--- src/hw/soc_pkg.sv ---
// Shared widths, address map, enums and register offsets for the peripheral SoC
package soc_pkg;

    // ----------------------------------------
    // Bus widths
    // ----------------------------------------
    parameter int ADDR_W  = 32;
    parameter int DATA_W  = 32;
    // Offset inside a peripheral window
    parameter int PADDR_W = 8;

    // ----------------------------------------
    // Address map
    // ----------------------------------------
    parameter logic [ADDR_W-1:0] CMT_BASE    = 32'habcc0000;
    parameter logic [ADDR_W-1:0] INTC_BASE   = 32'habcc1000;
    parameter logic [ADDR_W-1:0] GPIO_BASE   = 32'habcc2000;
    // 4 KB windows
    parameter logic [ADDR_W-1:0] PERIPH_MASK = 32'hfffff000;

    // Interrupt sources, index 0 wins
    parameter int IRQ_NUM  = 3;
    parameter int IRQ_CMT0 = 0;
    parameter int IRQ_CMT1 = 1;
    parameter int IRQ_GPIO = 2;

    // AHB transfer type
    typedef enum logic [1:0] {IDLE, BUSY, NONSEQ, SEQ} htrans_e;

    // APB slave select
    typedef enum logic [1:0] {SLV_CMT, SLV_INTC, SLV_GPIO, SLV_NONE} apb_slave_e;

    // Bridge FSM
    typedef enum logic [1:0] {ST_IDLE, ST_SETUP, ST_ACCESS, ST_ERROR} bridge_state_e;

    // ----------------------------------------
    // Register offsets
    // ----------------------------------------
    typedef enum logic [7:0] {
        CMT_CTRL = 8'h00,
        CMT_STAT = 8'h04,
        CMT_CMP0 = 8'h08,
        CMT_CMP1 = 8'h0C,
        CMT_CNT0 = 8'h10,
        CMT_CNT1 = 8'h14
    } cmt_reg_e;

    typedef enum logic [7:0] {
        INTC_PEND   = 8'h00,
        INTC_ENABLE = 8'h04,
        INTC_VEC    = 8'h08
    } intc_reg_e;

    typedef enum logic [7:0] {
        GPIO_OUT  = 8'h00,
        GPIO_OE   = 8'h04,
        GPIO_IN   = 8'h08,
        GPIO_IE   = 8'h0C,
        GPIO_EDGE = 8'h10
    } gpio_reg_e;

endpackage
--- src/hw/periph_soc.sv ---
// Peripheral subsystem top: AHB-Lite port, APB bridge, CMT, INTC and GPIO
`timescale 1ns/1ps

module periph_soc #(
    parameter int GPIO_W = 32,
    parameter int CMT_W  = 16
) (
    input  logic                        clk,
    input  logic                        rst_i,
    // AHB-Lite port
    input  logic [soc_pkg::ADDR_W-1:0]  haddr_i,
    input  soc_pkg::htrans_e            htrans_i,
    input  logic                        hwrite_i,
    input  logic [soc_pkg::DATA_W-1:0]  hwdata_i,
    output logic [soc_pkg::DATA_W-1:0]  hrdata_o,
    output logic                        hready_o,
    output logic                        hresp_o,
    // Pins and interrupt
    input  logic [GPIO_W-1:0]           gpio_i,
    output logic [GPIO_W-1:0]           gpio_o,
    output logic [GPIO_W-1:0]           gpio_oe_o,
    output logic                        irq_o,
    output logic [1:0]                  irq_vec_o
);

    // ----------------------------------------
    // APB and interrupt wiring
    // ----------------------------------------
    logic                         psel_cmt, psel_intc, psel_gpio;
    logic                         penable, pwrite;
    logic [soc_pkg::PADDR_W-1:0]  paddr;
    logic [soc_pkg::DATA_W-1:0]   pwdata;
    logic [soc_pkg::DATA_W-1:0]   prdata_cmt, prdata_intc, prdata_gpio;
    logic                         cmt0_irq, cmt1_irq, gpio_irq;
    logic [soc_pkg::IRQ_NUM-1:0]  irq_src;

    assign irq_src[soc_pkg::IRQ_CMT0] = cmt0_irq;
    assign irq_src[soc_pkg::IRQ_CMT1] = cmt1_irq;
    assign irq_src[soc_pkg::IRQ_GPIO] = gpio_irq;

    ahb_apb_bridge u_bridge (
        .clk(clk), .rst_i(rst_i),
        .haddr_i(haddr_i), .htrans_i(htrans_i), .hwrite_i(hwrite_i), .hwdata_i(hwdata_i),
        .hrdata_o(hrdata_o), .hready_o(hready_o), .hresp_o(hresp_o),
        .psel_cmt_o(psel_cmt), .psel_intc_o(psel_intc), .psel_gpio_o(psel_gpio),
        .penable_o(penable), .pwrite_o(pwrite), .paddr_o(paddr), .pwdata_o(pwdata),
        .prdata_cmt_i(prdata_cmt), .prdata_intc_i(prdata_intc), .prdata_gpio_i(prdata_gpio)
    );

    cmt_timer #(.CMT_W(CMT_W)) u_cmt (
        .clk(clk), .rst_i(rst_i),
        .psel_i(psel_cmt), .penable_i(penable), .pwrite_i(pwrite),
        .paddr_i(paddr), .pwdata_i(pwdata), .prdata_o(prdata_cmt),
        .cmt0_irq_o(cmt0_irq), .cmt1_irq_o(cmt1_irq)
    );

    intc_ctrl u_intc (
        .clk(clk), .rst_i(rst_i),
        .psel_i(psel_intc), .penable_i(penable), .pwrite_i(pwrite),
        .paddr_i(paddr), .pwdata_i(pwdata), .prdata_o(prdata_intc),
        .irq_src_i(irq_src), .irq_o(irq_o), .irq_vec_o(irq_vec_o)
    );

    gpio_port #(.GPIO_W(GPIO_W)) u_gpio (
        .clk(clk), .rst_i(rst_i),
        .psel_i(psel_gpio), .penable_i(penable), .pwrite_i(pwrite),
        .paddr_i(paddr), .pwdata_i(pwdata), .prdata_o(prdata_gpio),
        .gpio_i(gpio_i), .gpio_o(gpio_o), .gpio_oe_o(gpio_oe_o), .gpio_irq_o(gpio_irq)
    );

endmodule

--- src/hw/gpio_port.sv ---
// GPIO on APB with output, direction, synchronized input and rising-edge interrupts
`timescale 1ns/1ps

module gpio_port #(
    parameter int GPIO_W = 32
) (
    input  logic                         clk,
    input  logic                         rst_i,
    input  logic                         psel_i,
    input  logic                         penable_i,
    input  logic                         pwrite_i,
    input  logic [soc_pkg::PADDR_W-1:0]  paddr_i,
    input  logic [soc_pkg::DATA_W-1:0]   pwdata_i,
    output logic [soc_pkg::DATA_W-1:0]   prdata_o,
    input  logic [GPIO_W-1:0]            gpio_i,
    output logic [GPIO_W-1:0]            gpio_o,
    output logic [GPIO_W-1:0]            gpio_oe_o,
    output logic                         gpio_irq_o
);

    logic [GPIO_W-1:0] out_q;
    logic [GPIO_W-1:0] oe_q;
    logic [GPIO_W-1:0] ie_q;
    logic [GPIO_W-1:0] edge_q;
    logic [GPIO_W-1:0] sync1_q;
    logic [GPIO_W-1:0] sync2_q;
    logic [GPIO_W-1:0] prev_q;
    logic              wr_en;

    assign wr_en = psel_i && penable_i && pwrite_i;

    // ----------------------------------------
    // Registers and input path
    // ----------------------------------------
    always_ff @(posedge clk) begin
        if (rst_i) begin
            out_q   <= '0;
            oe_q    <= '0;
            ie_q    <= '0;
            edge_q  <= '0;
            sync1_q <= '0;
            sync2_q <= '0;
            prev_q  <= '0;
        end else begin
            // Two-flop synchronizer, then edge history
            sync1_q <= gpio_i;
            sync2_q <= sync1_q;
            prev_q  <= sync2_q;
            if (wr_en && paddr_i == soc_pkg::GPIO_OUT) out_q <= pwdata_i[GPIO_W-1:0];
            if (wr_en && paddr_i == soc_pkg::GPIO_OE)  oe_q  <= pwdata_i[GPIO_W-1:0];
            if (wr_en && paddr_i == soc_pkg::GPIO_IE)  ie_q  <= pwdata_i[GPIO_W-1:0];
            // Sticky rise flags, write-1 clears
            edge_q <= (edge_q & ~((wr_en && paddr_i == soc_pkg::GPIO_EDGE) ?
                       pwdata_i[GPIO_W-1:0] : '0)) | (sync2_q & ~prev_q);
        end
    end

    // Read mux
    always_comb begin
        prdata_o = '0;
        case (paddr_i)
            soc_pkg::GPIO_OUT:  prdata_o[GPIO_W-1:0] = out_q;
            soc_pkg::GPIO_OE:   prdata_o[GPIO_W-1:0] = oe_q;
            soc_pkg::GPIO_IN:   prdata_o[GPIO_W-1:0] = sync2_q;
            soc_pkg::GPIO_IE:   prdata_o[GPIO_W-1:0] = ie_q;
            soc_pkg::GPIO_EDGE: prdata_o[GPIO_W-1:0] = edge_q;
            default:            prdata_o             = '0;
        endcase
    end

    assign gpio_o     = out_q;
    assign gpio_oe_o  = oe_q;
    assign gpio_irq_o = |(edge_q & ie_q);

endmodule

--- src/hw/intc_ctrl.sv ---
// Interrupt controller on APB: pending capture, enable mask and priority vector
`timescale 1ns/1ps

module intc_ctrl (
    input  logic                         clk,
    input  logic                         rst_i,
    input  logic                         psel_i,
    input  logic                         penable_i,
    input  logic                         pwrite_i,
    input  logic [soc_pkg::PADDR_W-1:0]  paddr_i,
    input  logic [soc_pkg::DATA_W-1:0]   pwdata_i,
    output logic [soc_pkg::DATA_W-1:0]   prdata_o,
    input  logic [soc_pkg::IRQ_NUM-1:0]  irq_src_i,
    output logic                         irq_o,
    output logic [1:0]                   irq_vec_o
);

    logic [soc_pkg::IRQ_NUM-1:0] pend_q;
    logic [soc_pkg::IRQ_NUM-1:0] enable_q;
    logic [soc_pkg::IRQ_NUM-1:0] active;
    logic [1:0]                  vec;

    // ----------------------------------------
    // Pending and enable registers
    // ----------------------------------------
    always_ff @(posedge clk) begin
        if (rst_i) begin
            pend_q   <= '0;
            enable_q <= '0;
        end else begin
            // Level copy, cleared at the source
            pend_q <= irq_src_i;
            if (psel_i && penable_i && pwrite_i && paddr_i == soc_pkg::INTC_ENABLE) begin
                enable_q <= pwdata_i[soc_pkg::IRQ_NUM-1:0];
            end
        end
    end

    assign active = pend_q & enable_q;

    // Lowest index wins, 3 means none
    always_comb begin
        vec = 2'd3;
        for (int i = soc_pkg::IRQ_NUM - 1; i >= 0; i--) begin
            if (active[i]) begin
                vec = 2'(i);
            end
        end
    end

    assign irq_o     = |active;
    assign irq_vec_o = vec;

    // Read mux
    always_comb begin
        prdata_o = '0;
        case (paddr_i)
            soc_pkg::INTC_PEND:   prdata_o[soc_pkg::IRQ_NUM-1:0] = pend_q;
            soc_pkg::INTC_ENABLE: prdata_o[soc_pkg::IRQ_NUM-1:0] = enable_q;
            soc_pkg::INTC_VEC:    prdata_o[1:0]                  = vec;
            default:              prdata_o                       = '0;
        endcase
    end

    // A request always carries a real vector
    a_vec_valid: assert property (@(posedge clk) disable iff (rst_i)
        irq_o |-> irq_vec_o != 2'd3);

endmodule

--- src/hw/cmt_timer.sv ---
// Two-channel compare-match timer on APB, one interrupt flag per channel
`timescale 1ns/1ps

module cmt_timer #(
    parameter int CMT_W = 16
) (
    input  logic                         clk,
    input  logic                         rst_i,
    input  logic                         psel_i,
    input  logic                         penable_i,
    input  logic                         pwrite_i,
    input  logic [soc_pkg::PADDR_W-1:0]  paddr_i,
    input  logic [soc_pkg::DATA_W-1:0]   pwdata_i,
    output logic [soc_pkg::DATA_W-1:0]   prdata_o,
    output logic                         cmt0_irq_o,
    output logic                         cmt1_irq_o
);

    logic [1:0]       ctrl_q;
    logic [1:0]       stat_q;
    logic [CMT_W-1:0] cmp_q [2];
    logic [CMT_W-1:0] cnt_q [2];
    logic             wr_en;
    logic [1:0]       cmp_wr;

    // Write commits at the end of the access cycle
    assign wr_en     = psel_i && penable_i && pwrite_i;
    assign cmp_wr[0] = wr_en && (paddr_i == soc_pkg::CMT_CMP0);
    assign cmp_wr[1] = wr_en && (paddr_i == soc_pkg::CMT_CMP1);

    // ----------------------------------------
    // Control and compare registers
    // ----------------------------------------
    always_ff @(posedge clk) begin
        if (rst_i) begin
            ctrl_q <= '0;
        end else if (wr_en && paddr_i == soc_pkg::CMT_CTRL) begin
            ctrl_q <= pwdata_i[1:0];
        end
    end

    // Per-channel counter, compare and flag
    always_ff @(posedge clk) begin
        if (rst_i) begin
            stat_q <= '0;
            for (int i = 0; i < 2; i++) begin
                cnt_q[i] <= '0;
                cmp_q[i] <= '1;
            end
        end else begin
            for (int i = 0; i < 2; i++) begin
                // New compare restarts the count
                if (cmp_wr[i]) begin
                    cmp_q[i] <= pwdata_i[CMT_W-1:0];
                    cnt_q[i] <= '0;
                end else if (ctrl_q[i]) begin
                    cnt_q[i] <= (cnt_q[i] == cmp_q[i]) ? '0 : cnt_q[i] + 1'b1;
                end
                // Match sets, write-1 clears, set wins
                stat_q[i] <= (stat_q[i] && !(wr_en && paddr_i == soc_pkg::CMT_STAT
                              && pwdata_i[i]))
                             || (ctrl_q[i] && !cmp_wr[i] && cnt_q[i] == cmp_q[i]);
            end
        end
    end

    // ----------------------------------------
    // Read mux
    // ----------------------------------------
    always_comb begin
        prdata_o = '0;
        case (paddr_i)
            soc_pkg::CMT_CTRL: prdata_o[1:0]       = ctrl_q;
            soc_pkg::CMT_STAT: prdata_o[1:0]       = stat_q;
            soc_pkg::CMT_CMP0: prdata_o[CMT_W-1:0] = cmp_q[0];
            soc_pkg::CMT_CMP1: prdata_o[CMT_W-1:0] = cmp_q[1];
            soc_pkg::CMT_CNT0: prdata_o[CMT_W-1:0] = cnt_q[0];
            soc_pkg::CMT_CNT1: prdata_o[CMT_W-1:0] = cnt_q[1];
            default:           prdata_o            = '0;
        endcase
    end

    assign cmt0_irq_o = stat_q[0];
    assign cmt1_irq_o = stat_q[1];

    // Count stays inside 0..CMP across compare rewrites
    a_cnt0_range: assert property (@(posedge clk) disable iff (rst_i)
        ctrl_q[0] |-> cnt_q[0] <= cmp_q[0]);
    a_cnt1_range: assert property (@(posedge clk) disable iff (rst_i)
        ctrl_q[1] |-> cnt_q[1] <= cmp_q[1]);

endmodule

--- src/hw/ahb_apb_bridge.sv ---
// AHB-Lite subordinate that decodes the peripheral windows and runs one APB requester
`timescale 1ns/1ps

module ahb_apb_bridge (
    input  logic                         clk,
    input  logic                         rst_i,
    // AHB-Lite side
    input  logic [soc_pkg::ADDR_W-1:0]   haddr_i,
    input  soc_pkg::htrans_e             htrans_i,
    input  logic                         hwrite_i,
    input  logic [soc_pkg::DATA_W-1:0]   hwdata_i,
    output logic [soc_pkg::DATA_W-1:0]   hrdata_o,
    output logic                         hready_o,
    output logic                         hresp_o,
    // APB side
    output logic                         psel_cmt_o,
    output logic                         psel_intc_o,
    output logic                         psel_gpio_o,
    output logic                         penable_o,
    output logic                         pwrite_o,
    output logic [soc_pkg::PADDR_W-1:0]  paddr_o,
    output logic [soc_pkg::DATA_W-1:0]   pwdata_o,
    input  logic [soc_pkg::DATA_W-1:0]   prdata_cmt_i,
    input  logic [soc_pkg::DATA_W-1:0]   prdata_intc_i,
    input  logic [soc_pkg::DATA_W-1:0]   prdata_gpio_i
);

    soc_pkg::bridge_state_e             state_q;
    soc_pkg::apb_slave_e                sel_q;
    soc_pkg::apb_slave_e                dec_slv;
    logic                               write_q;
    logic [soc_pkg::PADDR_W-1:0]        paddr_q;
    logic [soc_pkg::DATA_W-1:0]         hrdata_q;
    logic [soc_pkg::DATA_W-1:0]         prdata_mux;
    logic                               hready_q;
    logic                               hresp_q;
    logic                               accept;
    logic                               apb_active;

    // ----------------------------------------
    // Address decode
    // ----------------------------------------
    always_comb begin
        case (haddr_i & soc_pkg::PERIPH_MASK)
            soc_pkg::CMT_BASE:  dec_slv = soc_pkg::SLV_CMT;
            soc_pkg::INTC_BASE: dec_slv = soc_pkg::SLV_INTC;
            soc_pkg::GPIO_BASE: dec_slv = soc_pkg::SLV_GPIO;
            default:            dec_slv = soc_pkg::SLV_NONE;
        endcase
    end

    // Only single NONSEQ transfers, taken while idle
    assign accept = (htrans_i == soc_pkg::NONSEQ) && hready_q && (state_q == soc_pkg::ST_IDLE);

    // Read data back from the addressed slave
    always_comb begin
        case (sel_q)
            soc_pkg::SLV_CMT:  prdata_mux = prdata_cmt_i;
            soc_pkg::SLV_INTC: prdata_mux = prdata_intc_i;
            soc_pkg::SLV_GPIO: prdata_mux = prdata_gpio_i;
            default:           prdata_mux = '0;
        endcase
    end

    // ----------------------------------------
    // Bridge FSM
    // ----------------------------------------
    always_ff @(posedge clk) begin
        if (rst_i) begin
            state_q  <= soc_pkg::ST_IDLE;
            sel_q    <= soc_pkg::SLV_NONE;
            write_q  <= 1'b0;
            hready_q <= 1'b1;
            hresp_q  <= 1'b0;
        end else begin
            case (state_q)
                soc_pkg::ST_IDLE: begin
                    // ERROR tail ends here
                    hresp_q <= 1'b0;
                    if (accept) begin
                        sel_q    <= dec_slv;
                        write_q  <= hwrite_i;
                        hready_q <= 1'b0;
                        if (dec_slv == soc_pkg::SLV_NONE) begin
                            state_q <= soc_pkg::ST_ERROR;
                            hresp_q <= 1'b1;
                        end else begin
                            state_q <= soc_pkg::ST_SETUP;
                        end
                    end
                end
                soc_pkg::ST_SETUP: state_q <= soc_pkg::ST_ACCESS;
                soc_pkg::ST_ACCESS: begin
                    state_q  <= soc_pkg::ST_IDLE;
                    hready_q <= 1'b1;
                end
                // Second ERROR cycle, hresp stays high
                default: begin
                    state_q  <= soc_pkg::ST_IDLE;
                    hready_q <= 1'b1;
                end
            endcase
        end
    end

    // Offset and read data
    always_ff @(posedge clk) begin
        if (accept) begin
            paddr_q <= haddr_i[soc_pkg::PADDR_W-1:0];
        end
        if (state_q == soc_pkg::ST_ACCESS && !write_q) begin
            hrdata_q <= prdata_mux;
        end
    end

    assign apb_active  = (state_q == soc_pkg::ST_SETUP) || (state_q == soc_pkg::ST_ACCESS);
    assign psel_cmt_o  = apb_active && (sel_q == soc_pkg::SLV_CMT);
    assign psel_intc_o = apb_active && (sel_q == soc_pkg::SLV_INTC);
    assign psel_gpio_o = apb_active && (sel_q == soc_pkg::SLV_GPIO);
    assign penable_o   = (state_q == soc_pkg::ST_ACCESS);
    assign pwrite_o    = write_q;
    assign paddr_o     = paddr_q;
    // Master holds HWDATA for the whole data phase
    assign pwdata_o    = hwdata_i;
    assign hrdata_o    = hrdata_q;
    assign hready_o    = hready_q;
    assign hresp_o     = hresp_q;

    // ----------------------------------------
    // Checks
    // ----------------------------------------
    a_psel_onehot: assert property (@(posedge clk) disable iff (rst_i)
        $onehot0({psel_cmt_o, psel_intc_o, psel_gpio_o}));
    a_penable_sel: assert property (@(posedge clk) disable iff (rst_i)
        penable_o |-> (psel_cmt_o || psel_intc_o || psel_gpio_o));
    a_idle_ready: assert property (@(posedge clk) disable iff (rst_i)
        (state_q == soc_pkg::ST_IDLE) |-> hready_o);

endmodule

--- config.mk ---
export PLATFORM = sky130hd
export DESIGN_NAME = periph_soc
export DESIGN_NICKNAME = d
export VERILOG_FILES = /design/src/hw/soc_pkg.sv /design/src/hw/periph_soc.sv /design/src/hw/gpio_port.sv /design/src/hw/intc_ctrl.sv /design/src/hw/cmt_timer.sv /design/src/hw/ahb_apb_bridge.sv
export SDC_FILE = /design/constraint.sdc
export NUM_CORES = 1
export LEC_CHECK = 0
export ABC_AREA = 1
export BUFFER_PORTS_ARGS = -buffer_cell sky130_fd_sc_hd__buf_4
export CORE_MARGIN = 1.5
export CORE_UTILIZATION = 62
export DETAILED_ROUTE_END_ITERATION = 16
export GPL_ROUTABILITY_DRIVEN = 1
export HOLD_SLACK_MARGIN = 0.06
export PLACE_DENSITY_LB_ADDON = 0.3
export SLEW_MARGIN = 20
export SYNTH_ARGS = -nofsm -noshare
export SYNTH_HDL_FRONTEND = slang
export SYNTH_SLANG_ARGS = --single-unit
--- constraint.sdc ---
create_clock -name clk -period 6 [get_ports clk]
set_input_delay 0.9 -clock clk [delete_from_list [all_inputs] [get_ports clk]]
set_output_delay 0.9 -clock clk [all_outputs]
set_load 0.02 [all_outputs]
# After elaboration in Yosys (flattened, before gate mapping)
# Memory sizes are Yosys's and may differ from the RTL's.
# Cells that the tools add are included.
# word_totals
wordCells,139
mem_bits_rw,64
out_inout_bits,101
regBits,281
mem_count,2
# memory_table
name,words,word_bits,read_ports,rd_clocked_by_memory_dff,wr,line_no,source
u_cmt.cmp_q,2,16,2,0,2,cmt_timer.sv:21,logic [CMT_W-1:0] cmp_q [2];
u_cmt.cnt_q,2,16,2,0,2,cmt_timer.sv:22,logic [CMT_W-1:0] cnt_q [2];
# op_classes
n_bitwise,14
n_eq_ne,17
add_sub_neg,2
n_reduce_logical,44
mux,42
# ops
cell,n
32-bit case mux with 5 select lines,1
16-bit 2-to-1 mux,8
32-bit bitwise AND,3
32-bit case mux with 3 select lines,1
32-bit inverter,2
"20-bit equality test, second input constant",3
14-bit case mux with 4 select lines,1
"16-bit by 1-bit adder with 16-bit output, second input constant",2
16-bit equality test,2
32-bit 2-to-1 mux,1
32-bit bitwise OR,1
32-bit OR reduction,1
1-bit logical AND,29
1-bit 2-to-1 mux,20
"8-bit by 4-bit equality test with 1-bit output, second input constant",2
"8-bit by 5-bit equality test with 1-bit output, second input constant",2
2-bit case mux with 3 select lines,2
2-bit case mux with 6 select lines,1
"2-bit equality test, second input constant",4
"8-bit by 3-bit equality test with 1-bit output, second input constant",1
8-bit zero test,1
2-bit 2-to-1 mux,4
1-bit bitwise OR,6
1-bit zero test,5
10 further kinds,16

# Depth between registers and ports, before layout
# Gate-level depths: netlist of run 1.
# depth
depth_word,11
depth_mapped,11

# Cells and area by module
# A second synthesis of run 1 with hierarchy kept.
# hier_totals
cells_unflattened,2496
area_unflattened_um2,17762.0
# by_module_without_submodules
mod,n_inst,area_each_um2,cells_each
gpio_port,1,10037.1,1561
cmt_timer,1,4362.9,552
ahb_apb_bridge,1,2783.9,291
intc_ctrl,1,578.1,92

# Worst setup path after synthesis of run 1
# No wires, ideal clock.
# synth_path
path_type,input to register
start,in rst_i
end,"mem u_cmt.cnt_q[0][0], enable pin"
path_buffers,3
required_ps,5584
setup_slack_ps,3616
path_stages,5
setup_ps,416
t_arrival_ps,1968
path_cell_list,buf_2 > inv_2 > buf_2 > clkbuf_1 > nand3_1
# synth_rtl
element,line_no,source
start: declaration,periph_soc.sv:9,"input logic rst_i,"
end: declaration,cmt_timer.sv:22,

# Final worst setup path of run 1
# layout_path
start,reg u_bridge.sel_q[1]
end,reg u_gpio.out_q[15] (netlist: u_gpio.gpio_o[15])
# layout_via
elab_chain_len,5
# layout_lines
element,line_no,source
start: declaration,ahb_apb_bridge.sv:29,soc_pkg::apb_slave_e sel_q;
start signal: assignment,ahb_apb_bridge.sv:71,sel_q <= soc_pkg::SLV_NONE;
start signal: assignment,ahb_apb_bridge.sv:81,sel_q <= dec_slv;
2-bit equality test,ahb_apb_bridge.sv:119,assign psel_gpio_o = apb_active && (sel_q == soc_pkg::SLV_GPIO);
1-bit logical AND,ahb_apb_bridge.sv:119,
1-bit logical AND (2 in a row),gpio_port.sv:30,assign wr_en = psel_i && penable_i && pwrite_i;
1-bit logical AND,gpio_port.sv:49,if (wr_en && paddr_i == soc_pkg::GPIO_OUT) out_q <= pwdata_i[GPIO_W-1:0];
end signal: assignment,gpio_port.sv:49,
end: declaration,gpio_port.sv:21,logic [GPIO_W-1:0] out_q;
# No other way between the ends.
# A chain may end at the register's enable or synchronous reset.

==> results of run 1 <==
[cells in the mapped netlist, types with 2 or more instances]
| cell type | instances |
|---|---|
| nand2_1 | 289 |
| a21oi_1 | 108 |
| edfxtp_1 | 104 |
| nand4_1 | 12 |
| dfxtp_1 | 241 |
| inv_2 | 7 |
| nand2_2 | 7 |
| o21ai_0 | 161 |
| buf_1 | 2 |
| nand2_4 | 6 |
| ha_1 | 5 |
| nor2_1 | 333 |
| nor2_2 | 6 |
| nor3_1 | 8 |
| inv_1 | 231 |
| nand3b_1 | 6 |
| nor2_8 | 2 |
| buf_4 | 8 |
| buf_2 | 30 |
| xnor2_1 | 14 |
| o22ai_1 | 27 |
| buf_6 | 4 |
| xor2_1 | 46 |
| o211ai_1 | 9 |
| a22o_1 | 4 |
| nor2_4 | 9 |
| nand3_1 | 70 |
| o21ai_1 | 14 |
| o21a_1 | 2 |
| clkbuf_1 | 29 |
[logic make-up (layout without fill, tap and decap cells)]
kind of cell,count (synthesis),in the layout,share of synthesized area
buffers and inverters,314,503,0.0871
adders and majority gates,5,5,0.00426
xor gates and xnor gates,60,60,0.0357
AOI/OAI and AO/OA,327,327,0.117
DFF,345,345,0.541
and+or+nand+nor,751,751,0.215
[worst max-delay path: cells and delay by family, from the launching register on]
family	cells	cell delay, ns
simple gates	3	1.72
buf+inv	1	0.77
compound gates	2	0.51
flops	1	0.37
[per-layer routing]
layer,GRT usage,part of all wire
met1,0.467,0.41
met2,0.523,0.44
met3,0.0644,0.11
met4,0.137,0.035
met5,0,0.00034
[sequential cells by signal (all words and copies together), names as in the netlist, 2 cells and up]
name               cells
u_gpio.edge_q         32
u_gpio.sync1_q        32
u_gpio.gpio_o         32
u_bridge.hrdata_o     32
u_gpio.prev_q         32
u_intc.pend_q          3
u_cmt.stat_q           2
u_cmt.cmp_q           32
u_bridge.state_q       2
u_bridge.sel_q         2
u_intc.enable_q        3
u_gpio.sync2_q        32
u_gpio.gpio_oe_o      32
u_cmt.ctrl_q           2
u_bridge.paddr_o       8
u_gpio.ie_q           32
u_cmt.cnt_q           32
[report_power, final]
group	internal, mW	leakage, nW	total [mW]	switching, mW
combinational	0.141	3.82	0.399	0.258
sequential	2.51	2.89	2.56	0.0499
clock	1.30	0.587	2.22	0.918
total	3.95	7.30	5.18	1.23
[area by class of cell]
type / count / area [um2] / share of cell area
multi-input cells: 1143 / 5490 / 0.315
clock inverters: 18 / 163 / 0.00933
repair buffers: 202 / 1520 / 0.0869
flip-flops and latches: 345 / 7950 / 0.456
clock buffers: 43 / 1020 / 0.0585
well taps: 319 / 399 / 0.0229
inverters: 240 / 903 / 0.0518
[per-stage QoR]
| stage | instance area [um2] | power [mW] | cells | hold slack [ns] |
|---|---|---|---|---|
| finish | 17400 | 5.18 | 2310 | 0.400 |
| global route | 17400 | 5.32 | 2310 | 0.416 |
| CTS | 17400 | 5.18 | 2310 | 0.399 |
| detailed placement | 16300 | 3.00 | 2249 | 0.392 |
| global placement | 16300 | 2.98 | 2249 | 0.389 |
| floorplan | 14700 | 2.81 | 1802 | 0.388 |
[worst paths after layout]
check,startpoint,endpoint,slack [ns]
max,u_bridge.sel_q[1],u_gpio.gpio_o[15],2.49
max reg2reg,u_bridge.sel_q[1],u_gpio.gpio_o[15],2.49
min,u_gpio.sync1_q[31],u_gpio.sync2_q[31],0.40
min reg2reg,u_gpio.sync1_q[31],u_gpio.sync2_q[31],0.40
==> results.toml, run 1 <==
[grt]
grt_max_degree = 106
track_usage = 0.338
grt-ovfl-total = 0
grt_pass1_wl_mm = 63.8
grt_pass1_vias = 12000
antenna_found_initial = 1

[sta]
fin_tns_setup_ns = 0
layout_setup_ws_ns = 2.49
min_period_ns = 3.51
slew_viol_final = 0
slew_headroom = 0.310
rsz0062_at_grt = "no"
finalSetupViolations = 0
hold_viol_final = 0
max_freq_mhz = 284
tightest_slew_ns = 1.03
fin_skew_ns = 0.0155
period_share = 0.586

[yosys]
yosysWarnings = 0
yosysUniqueCellTypes = 38
synthCells = 1802
synth_fp_nets = 1908
synth_top_area_frac = 0.328
syn_area_um2 = 14700
synthFlopType = "dfxtp_1"
syn_area_per_cell_um2 = 8.16
synth_edf_count = 104
yosysSeqAreaShare = 0.541
synth_seq_cells = 345
synth.area.top_cells = "dfxtp_1 (33%), edfxtp_1 (21%), nor2_1 (8.5%)"
async_reset_ff_frac = 0
synth_largest_area_cell = "dfxtp_1"

[status]
outcome = "finished, final reports clean"

[worst_setup_path]
path_cells = "nand2_1 > nor2_4 > nand2_2 > inv_2 > o21ai_0 > a21oi_1"
critPathKind = "reg2reg"
crit_path_end_kind = "register"
critPathArrivalTime_ns = 3.95
crit_fanout = 48
r2r_cells = 6
start_kind = "register"
worst_path_max_delay_cell = "inv_2"
cp.required_ns = 6.43
slowest_delay_ns = 0.77

[hold_path]
hold_path.class = "reg2reg"
min_path_cells = 2

[layout]
syn_to_final_growth_pct = 18.6
post-route-util = 0.745
final_common_cell = "nor2_1"
diodes = 0
nets = 2074
drive_gt1_frac = 0.153
layout_common_cells = "nor2_1 (330), nand2_1 (289), dfxtp_1 (241)"
nFillCells = 1759

[power]
ir_drop_v = 0.000259
power_density_nw_per_um2 = 297
p_leak_nw = 7.30

[placement]
place_ws_ns = 2.82
place_congestion = 0.937
dp_hpwl_mm = 28.2
numPortBuffers = 197

[route]
routed_wl_mm = 41.6
drtIter0Drc = 1639
post_drt_wl_per_cell_um = 18.0
first_pass_iters = 6
vias_per_cell = 5.61
drcViolationCount = 0
postRouteAntennaNets = 0
vias = 13000

[clock_network]
postCtsHoldBufs = 0
cts_made_buffers = 36
post_cts.repair.setup_buffers = 0
cts_tree = "built"
cts.reportedPaths.clkPinSlew_ns = 0.06
cts-root-buf = "clkbuf_16"
clock_latency_ns = 0.53
cts_htree_levels = 2
clock-sinks = 345
cts_resized = 0
cts.path.max_buffers = 3

[floorplan]
initial_core_util = 0.628
fp.dieH_um = 157
fp-row-count = 56
io_pins = 202
die_area_um2 = 24600
coreArea_um2 = 23400
die_w_um = 157

[run]
max_cap_viol_count = 0
(Power assumes the default switching activity.)
==> run 2, diff against run 1 <==
CORE_UTILIZATION = 52   (was 62)
clock period = 3 ns   (was 6 ns; I/O delays follow)
==> results.toml, run 2 (synthesis gave the netlist of run 1 again) <==
[worst_setup_path]
cp.required_ns = 3.31
start_kind = "register"
critPathKind = "reg2reg"
crit_fanout = 22
critPathArrivalTime_ns = 2.80
r2r_slack_ns = 0.51
r2r_cells = 8
crit_path_end_kind = "register"

[route]
routed_wl_mm = 41.7
post_drt_wl_per_cell_um = 17.4
vias_per_cell = 5.24
drtIter0Drc = 1438
vias = 12600
drcViolationCount = 0
first_pass_iters = 7
postRouteAntennaNets = 0

[sta]
period_share = 0.832
timing.hold.ws_ns = 0.111
fin_skew_ns = 0.0257
tightest_slew_ns = 1.02
rsz0062_at_grt = "no"
min_period_ns = 2.49
slew_headroom = 0.322
hold_viol_final = 0
max_freq_mhz = 401
slew_viol_final = 0
fin_tns_setup_ns = 0
finalSetupViolations = 0

[floorplan]
fp.dieH_um = 171
io_pins = 202
coreArea_um2 = 27800
fp-row-count = 61
initial_core_util = 0.529
die_area_um2 = 29300
die_w_um = 171

[clock_network]
clock-sinks = 345
cts_htree_levels = 2
cts_tree = "built"
post_cts.repair.setup_buffers = 0
cts_made_buffers = 37
cts_resized = 0
clock_latency_ns = 0.53
cts.path.max_buffers = 3
postCtsHoldBufs = 0
cts-root-buf = "clkbuf_16"
cts.reportedPaths.clkPinSlew_ns = 0.06

[layout]
drive_gt1_frac = 0.159
diodes = 0
seq_area_um2 = 7950
nFillCells = 2450
nets = 2097
syn_to_final_growth_pct = 20.1
stdcell_count = 2397
final_common_cell = "nor2_1"
layout_common_cells = "nor2_1 (331), nand2_1 (289), dfxtp_1 (241)"
multi_input_area_um2 = 5480

[hold_path]
min_path_cells = 1
hold_path.class = "in2reg"

[grt]
grt_pass1_wl_mm = 63.1
track_usage = 0.282
antenna_found_initial = 0
grt-ovfl-total = 0
grt_max_degree = 103
grt_pass1_vias = 11400

[placement]
numPortBuffers = 197
place_congestion = 0.929
dp_hpwl_mm = 29.3
dp.cells = 2330

[status]
outcome = "finished, final reports clean"

[run]
max_cap_viol_count = 0

[power]
p_leak_nw = 7.40
power_density_nw_per_um2 = 581
ir_drop_v = 0.000344
==> run 2: cell count changes in the layout (fill, tap and decap cells not counted), moves of 2 or more <==
cell / previous run / this run
buf_4: 202 / 223
clkinv_2: 8 / 5
clkinvlp_4: 2 / 0
clkbuf_8: 3 / 7
bufinv_16: 2 / 0
clkbuf_1: 1 / 10
==> run 2: worst paths after layout <==
check	startpoint	to
max reg2reg	u_bridge.paddr_o[2]	u_bridge.hrdata_o[30]
min	haddr_i[1]	u_bridge.paddr_o[1]
min reg2reg	u_gpio.sync1_q[3]	u_gpio.sync2_q[3]
max	u_bridge.paddr_o[2]	u_bridge.hrdata_o[30]
==> run 2: area by class of cell <==
cell class                      instances  share of cell area
Clock inverter                         11             0.00369
Sequential cell                       345               0.450
Multi-Input combinational cell       1143               0.311
Clock buffer                           56              0.0617
Tap cell                              378              0.0268
Inverter                              240              0.0512
Timing Repair Buffer                  224              0.0960
==> run 2: metal layers <==
| layer | share of wire | track usage |
|---|---|---|
| met5 | 0 | 0 |
| met4 | 0.039 | 0.121 |
| met3 | 0.085 | 0.0523 |
| met2 | 0.44 | 0.430 |
| met1 | 0.43 | 0.394 |
==> run 2: power breakdown <==
| group | leakage [nW] | internal [mW] | switching (mW) | total, mW |
|---|---|---|---|---|
| registers | 2.89 | 5.01 | 0.106 | 5.12 |
| clock network | 0.574 | 2.52 | 1.81 | 4.33 |
| logic | 3.93 | 0.296 | 0.505 | 0.801 |
| total | 7.40 | 7.83 | 2.42 | 10.3 |
==> run 2: stage by stage <==
step	setup WS [ns]	cell area, um2	total power [mW]	utilization
finish	0.505	17700	10.3	0.636
global route	0.387	17700	10.6	0.636
CTS	0.594	17700	10.3	0.636
detailed placement	0.606	16500	6.01	0.594
global placement	0.655	16500	5.99	0.594
floorplan	0.619	14700	5.63	-
==> run 2: critical path, cell delays in order (launching register included) <==
cell,delay (ns)
edfxtp_1,0.45
nor2_1,0.14
nand2_1,0.14
nor2_2,0.60
buf_4,0.44
nand2_1,0.08
o21ai_0,0.08
a21oi_1,0.06
a21oi_1,0.26
